### src/logic/pong_pkg.sv
package pong_pkg;

	typedef logic [9:0] coord_t; // One screen coordinate
	typedef logic [2:0] speed_t; // Pixels per frame
	typedef logic [1:0] lives_t;

	// Two decimal digits, tens in the upper nibble
	typedef struct packed {
		logic [3:0] tens;
		logic [3:0] ones;
	} bcd2_t;

	typedef struct packed {
		coord_t x;
		coord_t y;
	} object_pos_t;

	typedef struct packed {
		logic right;
		logic down;
	} direction_t;

	// Screen and object geometry
	localparam coord_t screen_width = 10'd640;
	localparam coord_t screen_height = 10'd480;
	localparam coord_t ball_size = 10'd10;
	localparam coord_t paddle_width = 10'd60;
	localparam coord_t paddle_height = 10'd5;
	localparam coord_t paddle_step = 10'd5;
	localparam coord_t bottom_margin = 10'd50;
	localparam coord_t paddle_y = screen_height - paddle_height - bottom_margin; // Row 425

	// Game rules
	localparam object_pos_t ball_start = '{x: 10'd200, y: 10'd50};
	localparam coord_t paddle_start_x = 10'd200;
	localparam lives_t start_lives = 2'd3;
	localparam bcd2_t countdown_start = '{tens: 4'd1, ones: 4'd5};
	localparam bcd2_t first_game_id = '{tens: 4'd0, ones: 4'd1};
	localparam int unsigned clocks_per_second = 50_000_000;

endpackage

### src/logic/ball_motion.sv
`timescale 1ns/1ps

module ball_motion (
	input logic CLOCK_50_I,
	input logic system_resetn,
	input logic frame_step,
	input logic ball_enable,
	input logic new_game,
	input pong_pkg::speed_t ball_speed,
	input pong_pkg::direction_t serve_dir, // Direction after a miss
	input pong_pkg::coord_t paddle_x,
	output pong_pkg::object_pos_t ball,
	output logic hit,
	output logic miss
);

	import pong_pkg::*;

	direction_t dir;
	coord_t step;
	logic can_right, can_left, can_down, can_up;
	logic on_paddle;

	assign step = coord_t'(ball_speed);

	// A move is taken only if the whole ball stays on screen
	assign can_right = (ball.x + step) <= (screen_width - ball_size);
	assign can_left = ball.x >= step;
	assign can_down = (ball.y + step) <= (paddle_y - ball_size); // Paddle row is the floor
	assign can_up = ball.y >= step;

	// Both edges of the ball inside the paddle span
	assign on_paddle = (ball.x >= paddle_x)
		&& ((ball.x + ball_size) <= (paddle_x + paddle_width));

	always_ff @(posedge CLOCK_50_I or negedge system_resetn) begin
		if (!system_resetn) begin
			ball <= ball_start;
			dir <= '{right: 1'b1, down: 1'b1};
			hit <= 1'b0;
			miss <= 1'b0;
		end else begin
			hit <= 1'b0;
			miss <= 1'b0;
			if (new_game) begin
				ball <= ball_start;
				dir <= '{right: 1'b1, down: 1'b1};
			end else if (frame_step && ball_enable) begin
				// Horizontal axis
				if (dir.right) begin
					if (can_right) ball.x <= ball.x + step;
					else dir.right <= 1'b0; // Right wall
				end else begin
					if (can_left) ball.x <= ball.x - step;
					else dir.right <= 1'b1; // Left wall
				end

				// Vertical axis
				if (!dir.down) begin
					if (can_up) ball.y <= ball.y - step;
					else dir.down <= 1'b1; // Top wall
				end else if (can_down) begin
					ball.y <= ball.y + step;
				end else if (on_paddle) begin
					dir.down <= 1'b0;
					hit <= 1'b1;
				end else begin
					// Missed, so serve again from the start point
					miss <= 1'b1;
					ball <= ball_start;
					dir <= serve_dir;
				end
			end
		end
	end

endmodule

### src/logic/countdown_timer.sv
`timescale 1ns/1ps

module countdown_timer #(
	parameter int unsigned clocks_per_second = pong_pkg::clocks_per_second
) (
	input logic CLOCK_50_I,
	input logic system_resetn,
	input logic run, // High while the game is over
	output pong_pkg::bcd2_t time_left,
	output logic expired
);

	import pong_pkg::*;

	logic [31:0] div_count;
	logic tick;

	assign tick = (div_count == clocks_per_second - 1); // Last cycle of a second

	always_ff @(posedge CLOCK_50_I or negedge system_resetn) begin
		if (!system_resetn) begin
			div_count <= '0;
			time_left <= countdown_start;
			expired <= 1'b0;
		end else begin
			expired <= 1'b0;
			if (!run || expired) begin
				// Idle or just ran out, so park at the reload values
				div_count <= '0;
				time_left <= countdown_start;
			end else if (tick) begin
				div_count <= '0;
				if (time_left.ones == 4'd0) begin // Borrow from tens
					time_left.ones <= 4'd9;
					time_left.tens <= time_left.tens - 4'd1;
				end else begin
					time_left.ones <= time_left.ones - 4'd1;
				end
				expired <= (time_left.tens == 4'd0) && (time_left.ones == 4'd1); // Next is 00
			end else begin
				div_count <= div_count + 32'd1;
			end
		end
	end

endmodule

### src/logic/game_fsm.sv
`timescale 1ns/1ps

module game_fsm (
	input logic CLOCK_50_I,
	input logic system_resetn,
	input logic vsync,
	input logic miss,
	input pong_pkg::lives_t lives,
	input logic expired,
	output logic frame_step,
	output logic ball_enable,
	output logic game_end,
	output logic new_game,
	output logic game_over
);

	import pong_pkg::*;

	logic vsync_q; // Vsync level from the previous cycle

	// Frame step on the falling edge of vsync
	always_ff @(posedge CLOCK_50_I or negedge system_resetn) begin
		if (!system_resetn) begin
			vsync_q <= 1'b1; // No step if vsync is low out of reset
			frame_step <= 1'b0;
		end else begin
			vsync_q <= vsync;
			frame_step <= vsync_q & ~vsync;
		end
	end

	// Two states, game_over low is playing and high is over
	always_ff @(posedge CLOCK_50_I or negedge system_resetn) begin
		if (!system_resetn) begin
			game_over <= 1'b0;
			game_end <= 1'b0;
		end else begin
			game_end <= 1'b0;
			if (!game_over) begin
				// Lives still holds the old count while the miss pulse is up
				if (miss && lives == lives_t'(1)) begin
					game_over <= 1'b1;
					game_end <= 1'b1; // High score is recorded on this pulse
				end
			end else if (expired) begin
				game_over <= 1'b0;
			end
		end
	end

	assign ball_enable = ~game_over;

	// Same cycle as expired so everything restarts together at the next edge
	assign new_game = game_over & expired;

endmodule

### src/logic/paddle_motion.sv
`timescale 1ns/1ps

module paddle_motion (
	input logic CLOCK_50_I,
	input logic system_resetn,
	input logic frame_step,
	input logic move_right,
	input logic move_left,
	output pong_pkg::coord_t paddle_x
);

	import pong_pkg::*;

	always_ff @(posedge CLOCK_50_I or negedge system_resetn) begin
		if (!system_resetn) begin
			paddle_x <= paddle_start_x;
		end else if (frame_step) begin
			// Right wins when both buttons are held
			if (move_right) begin
				if (paddle_x < screen_width - paddle_width - paddle_step)
					paddle_x <= paddle_x + paddle_step; // Stops at 575
			end else if (move_left) begin
				if (paddle_x > paddle_step)
					paddle_x <= paddle_x - paddle_step; // Stops at 5
			end
		end
	end

endmodule

### src/logic/pong_core.sv
`timescale 1ns/1ps

module pong_core #(
	parameter int unsigned clocks_per_second = pong_pkg::clocks_per_second
) (
	input logic CLOCK_50_I,
	input logic system_resetn,
	input logic vsync,
	input logic move_right,
	input logic move_left,
	input pong_pkg::speed_t ball_speed,
	input pong_pkg::direction_t serve_dir,
	output pong_pkg::object_pos_t ball,
	output pong_pkg::coord_t paddle_x,
	output pong_pkg::bcd2_t score,
	output pong_pkg::lives_t lives,
	output pong_pkg::bcd2_t high_score,
	output pong_pkg::bcd2_t high_game_id,
	output logic game_over,
	output pong_pkg::bcd2_t time_left
);

	import pong_pkg::*;

	logic frame_step, ball_enable, game_end, new_game;
	logic hit, miss;
	logic expired;
	bcd2_t countdown; // Time left, routed to the output below

	game_fsm i_game_fsm (
		.CLOCK_50_I(CLOCK_50_I),
		.system_resetn(system_resetn),
		.vsync(vsync),
		.miss(miss),
		.lives(lives),
		.expired(expired),
		.frame_step(frame_step),
		.ball_enable(ball_enable),
		.game_end(game_end),
		.new_game(new_game),
		.game_over(game_over)
	);

	ball_motion i_ball_motion (
		.CLOCK_50_I(CLOCK_50_I),
		.system_resetn(system_resetn),
		.frame_step(frame_step),
		.ball_enable(ball_enable),
		.new_game(new_game),
		.ball_speed(ball_speed),
		.serve_dir(serve_dir),
		.paddle_x(paddle_x),
		.ball(ball),
		.hit(hit),
		.miss(miss)
	);

	paddle_motion i_paddle_motion (
		.CLOCK_50_I(CLOCK_50_I),
		.system_resetn(system_resetn),
		.frame_step(frame_step),
		.move_right(move_right),
		.move_left(move_left),
		.paddle_x(paddle_x)
	);

	score_keeper i_score_keeper (
		.CLOCK_50_I(CLOCK_50_I),
		.system_resetn(system_resetn),
		.hit(hit),
		.miss(miss),
		.game_end(game_end),
		.new_game(new_game),
		.score(score),
		.high_score(high_score),
		.high_game_id(high_game_id),
		.lives(lives)
	);

	// Runs only while the game is over
	countdown_timer #(
		.clocks_per_second(clocks_per_second)
	) i_countdown_timer (
		.CLOCK_50_I(CLOCK_50_I),
		.system_resetn(system_resetn),
		.run(game_over),
		.time_left(countdown),
		.expired(expired)
	);

	assign time_left = countdown;

endmodule

### src/logic/score_keeper.sv
`timescale 1ns/1ps

module score_keeper (
	input logic CLOCK_50_I,
	input logic system_resetn,
	input logic hit,
	input logic miss,
	input logic game_end,
	input logic new_game,
	output pong_pkg::bcd2_t score,
	output pong_pkg::bcd2_t high_score,
	output pong_pkg::bcd2_t high_game_id,
	output pong_pkg::lives_t lives
);

	import pong_pkg::*;

	bcd2_t game_id; // Number of the game in progress

	// Decimal increment, 99 wraps to 00
	function automatic bcd2_t bcd_inc(input bcd2_t value);
		bcd2_t result;
		result = value;
		if (value.ones == 4'd9) begin
			result.ones = 4'd0;
			result.tens = (value.tens == 4'd9) ? 4'd0 : value.tens + 4'd1;
		end else begin
			result.ones = value.ones + 4'd1;
		end
		return result;
	endfunction

	always_ff @(posedge CLOCK_50_I or negedge system_resetn) begin
		if (!system_resetn) begin
			score <= '0;
			lives <= start_lives;
			high_score <= '0;
			high_game_id <= '0;
			game_id <= first_game_id;
		end else begin
			if (new_game) begin
				score <= '0;
				lives <= start_lives;
			end else begin
				if (hit) score <= bcd_inc(score);
				if (miss && lives != lives_t'(0)) lives <= lives - lives_t'(1);
			end

			if (game_end) begin
				// Tens sit in the upper nibble so a plain compare orders BCD
				if (score >= high_score) begin
					high_score <= score;
					high_game_id <= game_id;
				end
				game_id <= bcd_inc(game_id);
			end
		end
	end

endmodule

### config.mk
export PLATFORM = sky130hd
export DESIGN_NAME = pong_core
export DESIGN_NICKNAME = d
export VERILOG_FILES = /design/src/logic/pong_pkg.sv /design/src/logic/ball_motion.sv /design/src/logic/countdown_timer.sv /design/src/logic/game_fsm.sv /design/src/logic/paddle_motion.sv /design/src/logic/pong_core.sv /design/src/logic/score_keeper.sv
export SDC_FILE = /design/constraint.sdc
export NUM_CORES = 1
export LEC_CHECK = 0
export ABC_CLOCK_PERIOD_IN_PS = 3900
export BUFFER_PORTS_ARGS = -buffer_cell sky130_fd_sc_hd__buf_2
export CORE_ASPECT_RATIO = 0.8
export CORE_MARGIN = 3
export CORE_UTILIZATION = 25
export CTS_BUF_LIST = sky130_fd_sc_hd__clkbuf_8
export DETAILED_ROUTE_END_ITERATION = 10
export PLACE_DENSITY = 0.45
export SKIP_CTS_REPAIR_TIMING = 1
export SLEW_MARGIN = 20
export SYNTH_ARGS = -nofsm -noshare
export SYNTH_HDL_FRONTEND = slang
export SYNTH_HIERARCHICAL = 1
export SYNTH_SLANG_ARGS = --single-unit
### constraint.sdc
create_clock -name CLOCK_50_I -period 3.9 [get_ports CLOCK_50_I]
set_input_delay 0.78 -clock CLOCK_50_I [delete_from_list [all_inputs] [get_ports CLOCK_50_I]]
set_output_delay 0.78 -clock CLOCK_50_I [all_outputs]
set_load 0.005 [all_outputs]
==> run_results.csv <==
group,metric,value,unit
run_status,run_status,"finished clean",
synth,synth.yosys.seq_area_share,0.3592,
worst_setup_path,crit_arrival,3.93,ns
synth,postSynth.topFlopCell,"sky130_fd_sc_hd__dfrtp_1",
power_and_ir_drop,combinational_fraction_of_design_power,0.411,
cells_and_area,final_common_cell,"sky130_fd_sc_hd__dfrtp_1",
worst_setup_path,start_kind,"flip-flop",
worst_setup_path,cp.required,4.27,ns
power_and_ir_drop,power.share.clock,0.252,
sta,fmax,0.2809,GHz
global_routing,grt_usage,0.1338,
global_routing,grt_max_degree,54,
drt,wl,21960,um
global_routing,met1_usage,0.1976,
worst_setup_path,slowest_delay,0.54,ns
power_and_ir_drop,pwr_density_cell,514.7,mW/mm2
synth,ys_ff_latch,113,
job,max_cap_viol_count,0,
power_and_ir_drop,p_seq_frac,0.337,
power_and_ir_drop,power.share.switching,0.3984,
sta,slew_headroom,0.3211,
floorplanning,floorplan.initialDensity,0.2576,
global_routing,gr-total-overflow,0,
drt,route.detailed.wl_per_inst,16.40,um
synth,synth_top_cells_by_area,"sky130_fd_sc_hd__dfrtp_1 (30%), sky130_fd_sc_hd__ha_1 (8.0%), sky130_fd_sc_hd__dfstp_2 (6.0%)",
synth,synth_fa_ha_area_frac,0.09051,
placed_design,io_buffers,74,
power_and_ir_drop,p_sw,0.001872,W
worst_setup_path,timing_worst_setup_path_type,"reg2reg",
clocking,number_of_buffers_created_by_cts,17,
cells_and_area,antenna-diode-count,0,
drt,dr.pass1.iters,5,
clocking,cts_tree,"built",
sta,report.final.hold_viol_count,0,
worst_setup_path,timing.critical_path.buf_inv,0,
global_routing,grt_pass1_wl,36010,um
global_routing,grt.busiest_layer,"met1",
cells_and_area,drive_above_1_share,0.2052,
drt,ant_nets,0,
synth,synth_top_family_by_area,"simple AND/OR/NAND/NOR gates",
global_routing,use_met3,0.03194,
worst_setup_path,worst_path_max_delay_cell,"sky130_fd_sc_hd__dfstp_2",
worst_setup_path,critical_path.endpoint_type,"flip-flop",
clocking,root_buffer,"sky130_fd_sc_hd__clkbuf_8",
synth,yosys.area.top_type_share,0.2996,
synth,synthArstFlopShare,1.000,
sta,transition_time_at_the_pin_with_the_least_slew_margin,1.010,ns
drt,total_via_count_after_detailed_routing,6481,
power_and_ir_drop,finalPower,0.004699,W
cells_and_area,area.growth.synth_to_final,15.04,%
floorplanning,die_height,165.4,um
clocking,clkSlewWorstSetupHoldPaths,0.08,ns
synth,post_synth_xor_area_fraction,0.07364,
floorplanning,die-area,0.03393,mm2
cells_and_area,final_area,0.009129,mm2
clocking,htreeDepth,4,
sta,setup_viol,0,
clocking,clock_insertion_delay_worst_skew,0.44,ns
synth,post_synth_inst_count,841,
global_routing,initial_antenna_violation_count,0,
synth,yosysWarningCount,6,
cells_and_area,stdcell_count,1339,
worst_setup_path,crit_path_max_fanout,10,
placed_design,placed_area,0.008706,mm2
floorplanning,die_w,205.2,um
drt,route.detailed.drc,0,
placed_design,dpl.cell_count,1307,
power_and_ir_drop,total_leakage_power,3.886,nW
worst_setup_path,crit_chain,"and3_1 > and2_1 > o211ai_1 > xnor2_1 > ha_1 > nand4_1 > o32ai_1 > a31oi_1 > a221o_2 > a31o_1 > or4_1 > nand3_1",
power_and_ir_drop,irDropWorstVdd,220.3,uV
hold_path,worst_hold_path_type,"in2async",
synth,synth_nets,906,
synth,syn-cell-area,0.007935,mm2
synth,fraction_of_the_mapped_netlist_area_in_compound_gates,0.1671,
synth,synthSimpleGateAreaFrac,0.2181,
floorplanning,row_count,57,
drt,routed_via_count_divided_by_cell_count,4.840,
synth,synth_area_per_cell,9.435,um2
floorplanning,core_area,0.03081,mm2
synth,synth_cell_type_count,102,
floorplanning,io_pins,75,
sta,timing_max_transition_violations_final,0,
cells_and_area,final_cell_mix,"sky130_fd_sc_hd__dfrtp_1 (95), sky130_fd_sc_hd__nor2_1 (76), sky130_fd_sc_hd__buf_2 (73), sky130_fd_sc_hd__inv_1 (57), sky130_fd_sc_hd__ha_1 (51)",
clocking,cts_max_path_buffers,2,
sta,setup_tns,0,ns
power_and_ir_drop,internal-power,0.002827,W
placed_design,place_hpwl,16200,um
synth,synth_enable_flop_cells,0,
placed_design,gp_routability_congestion,0.8099,
sta,rsz0062_at_grt,"false",
clocking,cts_sinks,113,
sta,worst_hold_slack_across_all_endpoints,0.2919,ns
drt,first_iter_violations,416,
global_routing,first_global_vias,6410,
synth,portion_of_netlist_area_occupied_by_mux_cells,0.03516,
sta,final.setup_skew,0.01627,ns
global_routing,met2_grt_util,0.1941,
sta,post-route-min-period,3.560,ns
cells_and_area,fin_nets,978,
sta,portion_of_the_clock_cycle_consumed_by_the_worst_path_in_the_final_layout,0.9128,
worst_setup_path,worst_path_dominant_cell_family,"compound AO/OA/AOI/OAI gates",
synth,synth_top_cell_by_area,"sky130_fd_sc_hd__dfrtp_1",
## power groups by stage
stage | registers [W] | logic, W | clock network, W
after floorplan | 0.00151 | 0.00139 | 0
after global placement | 0.00160 | 0.00194 | 0
after detailed placement | 0.00160 | 0.00193 | 0
after CTS | 0.00158 | 0.00194 | 0.00124
after global routing | 0.00161 | 0.00220 | 0.00130
final | 0.00158 | 0.00193 | 0.00119
## state kept, by name, indices dropped and copies added, names as in the netlist
signal	flops
i_score_keeper/high_game_id	8
i_paddle_motion/paddle_x	10
i_ball_motion/dir	2
i_countdown_timer/expired	1
i_ball_motion/ball	20
i_game_fsm/vsync_q	1
i_game_fsm/frame_step	1
i_score_keeper/lives	2
i_game_fsm/game_over	1
i_game_fsm/game_end	1
i_score_keeper/high_score	8
i_score_keeper/game_id	8
i_ball_motion/miss	1
i_score_keeper/score	8
i_ball_motion/hit	1
i_countdown_timer/div_count	32
i_countdown_timer/time_left	8
## worst reg2reg max path, delay by kind of cell, from the launching register on
| family | cells | cell delay [ns] |
|---|---|---|
| AOI/OAI and AO/OA | 5 | 1.27 |
| adders and majority gates | 1 | 0.33 |
| and+or+nand+nor | 5 | 1.17 |
| DFF | 1 | 0.54 |
| xor gates and xnor gates | 1 | 0.17 |
## logic make-up (layout without fill, tap and decap cells)
| group | after synthesis | count (layout) |
|---|---|---|
| flops | 113 | 113 |
| mux | 23 | 23 |
| xor+xnor | 65 | 65 |
| compound gates | 176 | 176 |
| fa+ha+maj | 55 | 55 |
| simple gates | 318 | 318 |
| buf+inv | 91 | 176 |
## Yosys cell counts, drive strengths merged, types with 4 or more instances
cell type / number
dfrtp: 95
nor2: 78
inv: 56
ha: 51
nand2: 50
xnor2: 43
o21ai: 34
nor3: 32
a21oi: 31
nand3: 29
nand4: 22
xor2: 22
nor4: 19
dfstp: 18
buf: 17
clkbuf: 17
mux2: 15
nand2b: 15
nor2b: 15
o211ai: 11
or3: 11
and3: 10
o21bai: 9
a31oi: 8
mux2i: 8
o22ai: 8
or4: 8
and2: 7
o21a: 7
a21o: 6
o31ai: 6
a211o: 5
a211oi: 5
a221o: 4
a2bb2oi: 4
a31o: 4
fa: 4
nand3b: 4
nor4b: 4
## stage by stage
step	worst slack (ns)	utilization
2_1_floorplan	0.4302	-
4_1_cts	0.3390	0.2963
3_5_place_dp	0.1920	0.2826
6_report	0.3399	0.2963
5_1_grt	0.04132	0.2963
3_3_place_gp	0.2546	0.2826
## layer usage
metal  vias to the layer above  part of all wire  routed length (um)
met2                       147              0.41                8998
li1                       3195                 -                   -
met4                         0            0.0094                 207
met1                      3124              0.52               11340
met3                        15             0.064                1415
met5                         -                 0                   0
## area by class of cell
class / count / area [um2]
Inverter: 56 / 210.2
Tap cell: 413 / 516.7
Clock buffer: 19 / 261.5
Clock inverter: 13 / 161.4
Fill cell: 3324 / 21680
Timing Repair Buffer: 88 / 490.5
Sequential cell: 113 / 2850
Multi-Input combinational cell: 637 / 4638
## path summary, 6_finish.rpt
| kind | startpoint | endpoint | slack (ns) | cells past startpoint |
|---|---|---|---|---|
| min in group CLOCK_50_I | vsync | i_game_fsm/vsync_q | 0.45 | 1 |
| hold reg to reg | i_countdown_timer/div_count[0] | i_countdown_timer/div_count[0] | 0.50 | 1 |
| hold / removal | system_resetn | i_ball_motion/ball[2] | 0.29 | 1 |
| max in group asynchronous | system_resetn | i_ball_motion/ball[13] | 2.78 | 2 |
| setup reg to reg | i_ball_motion/ball[16] | i_ball_motion/ball[14] | 0.34 | 12 |
| setup / recovery | i_ball_motion/ball[16] | i_ball_motion/ball[14] | 0.34 | 12 |
Power figures use the tool's default switching activity.
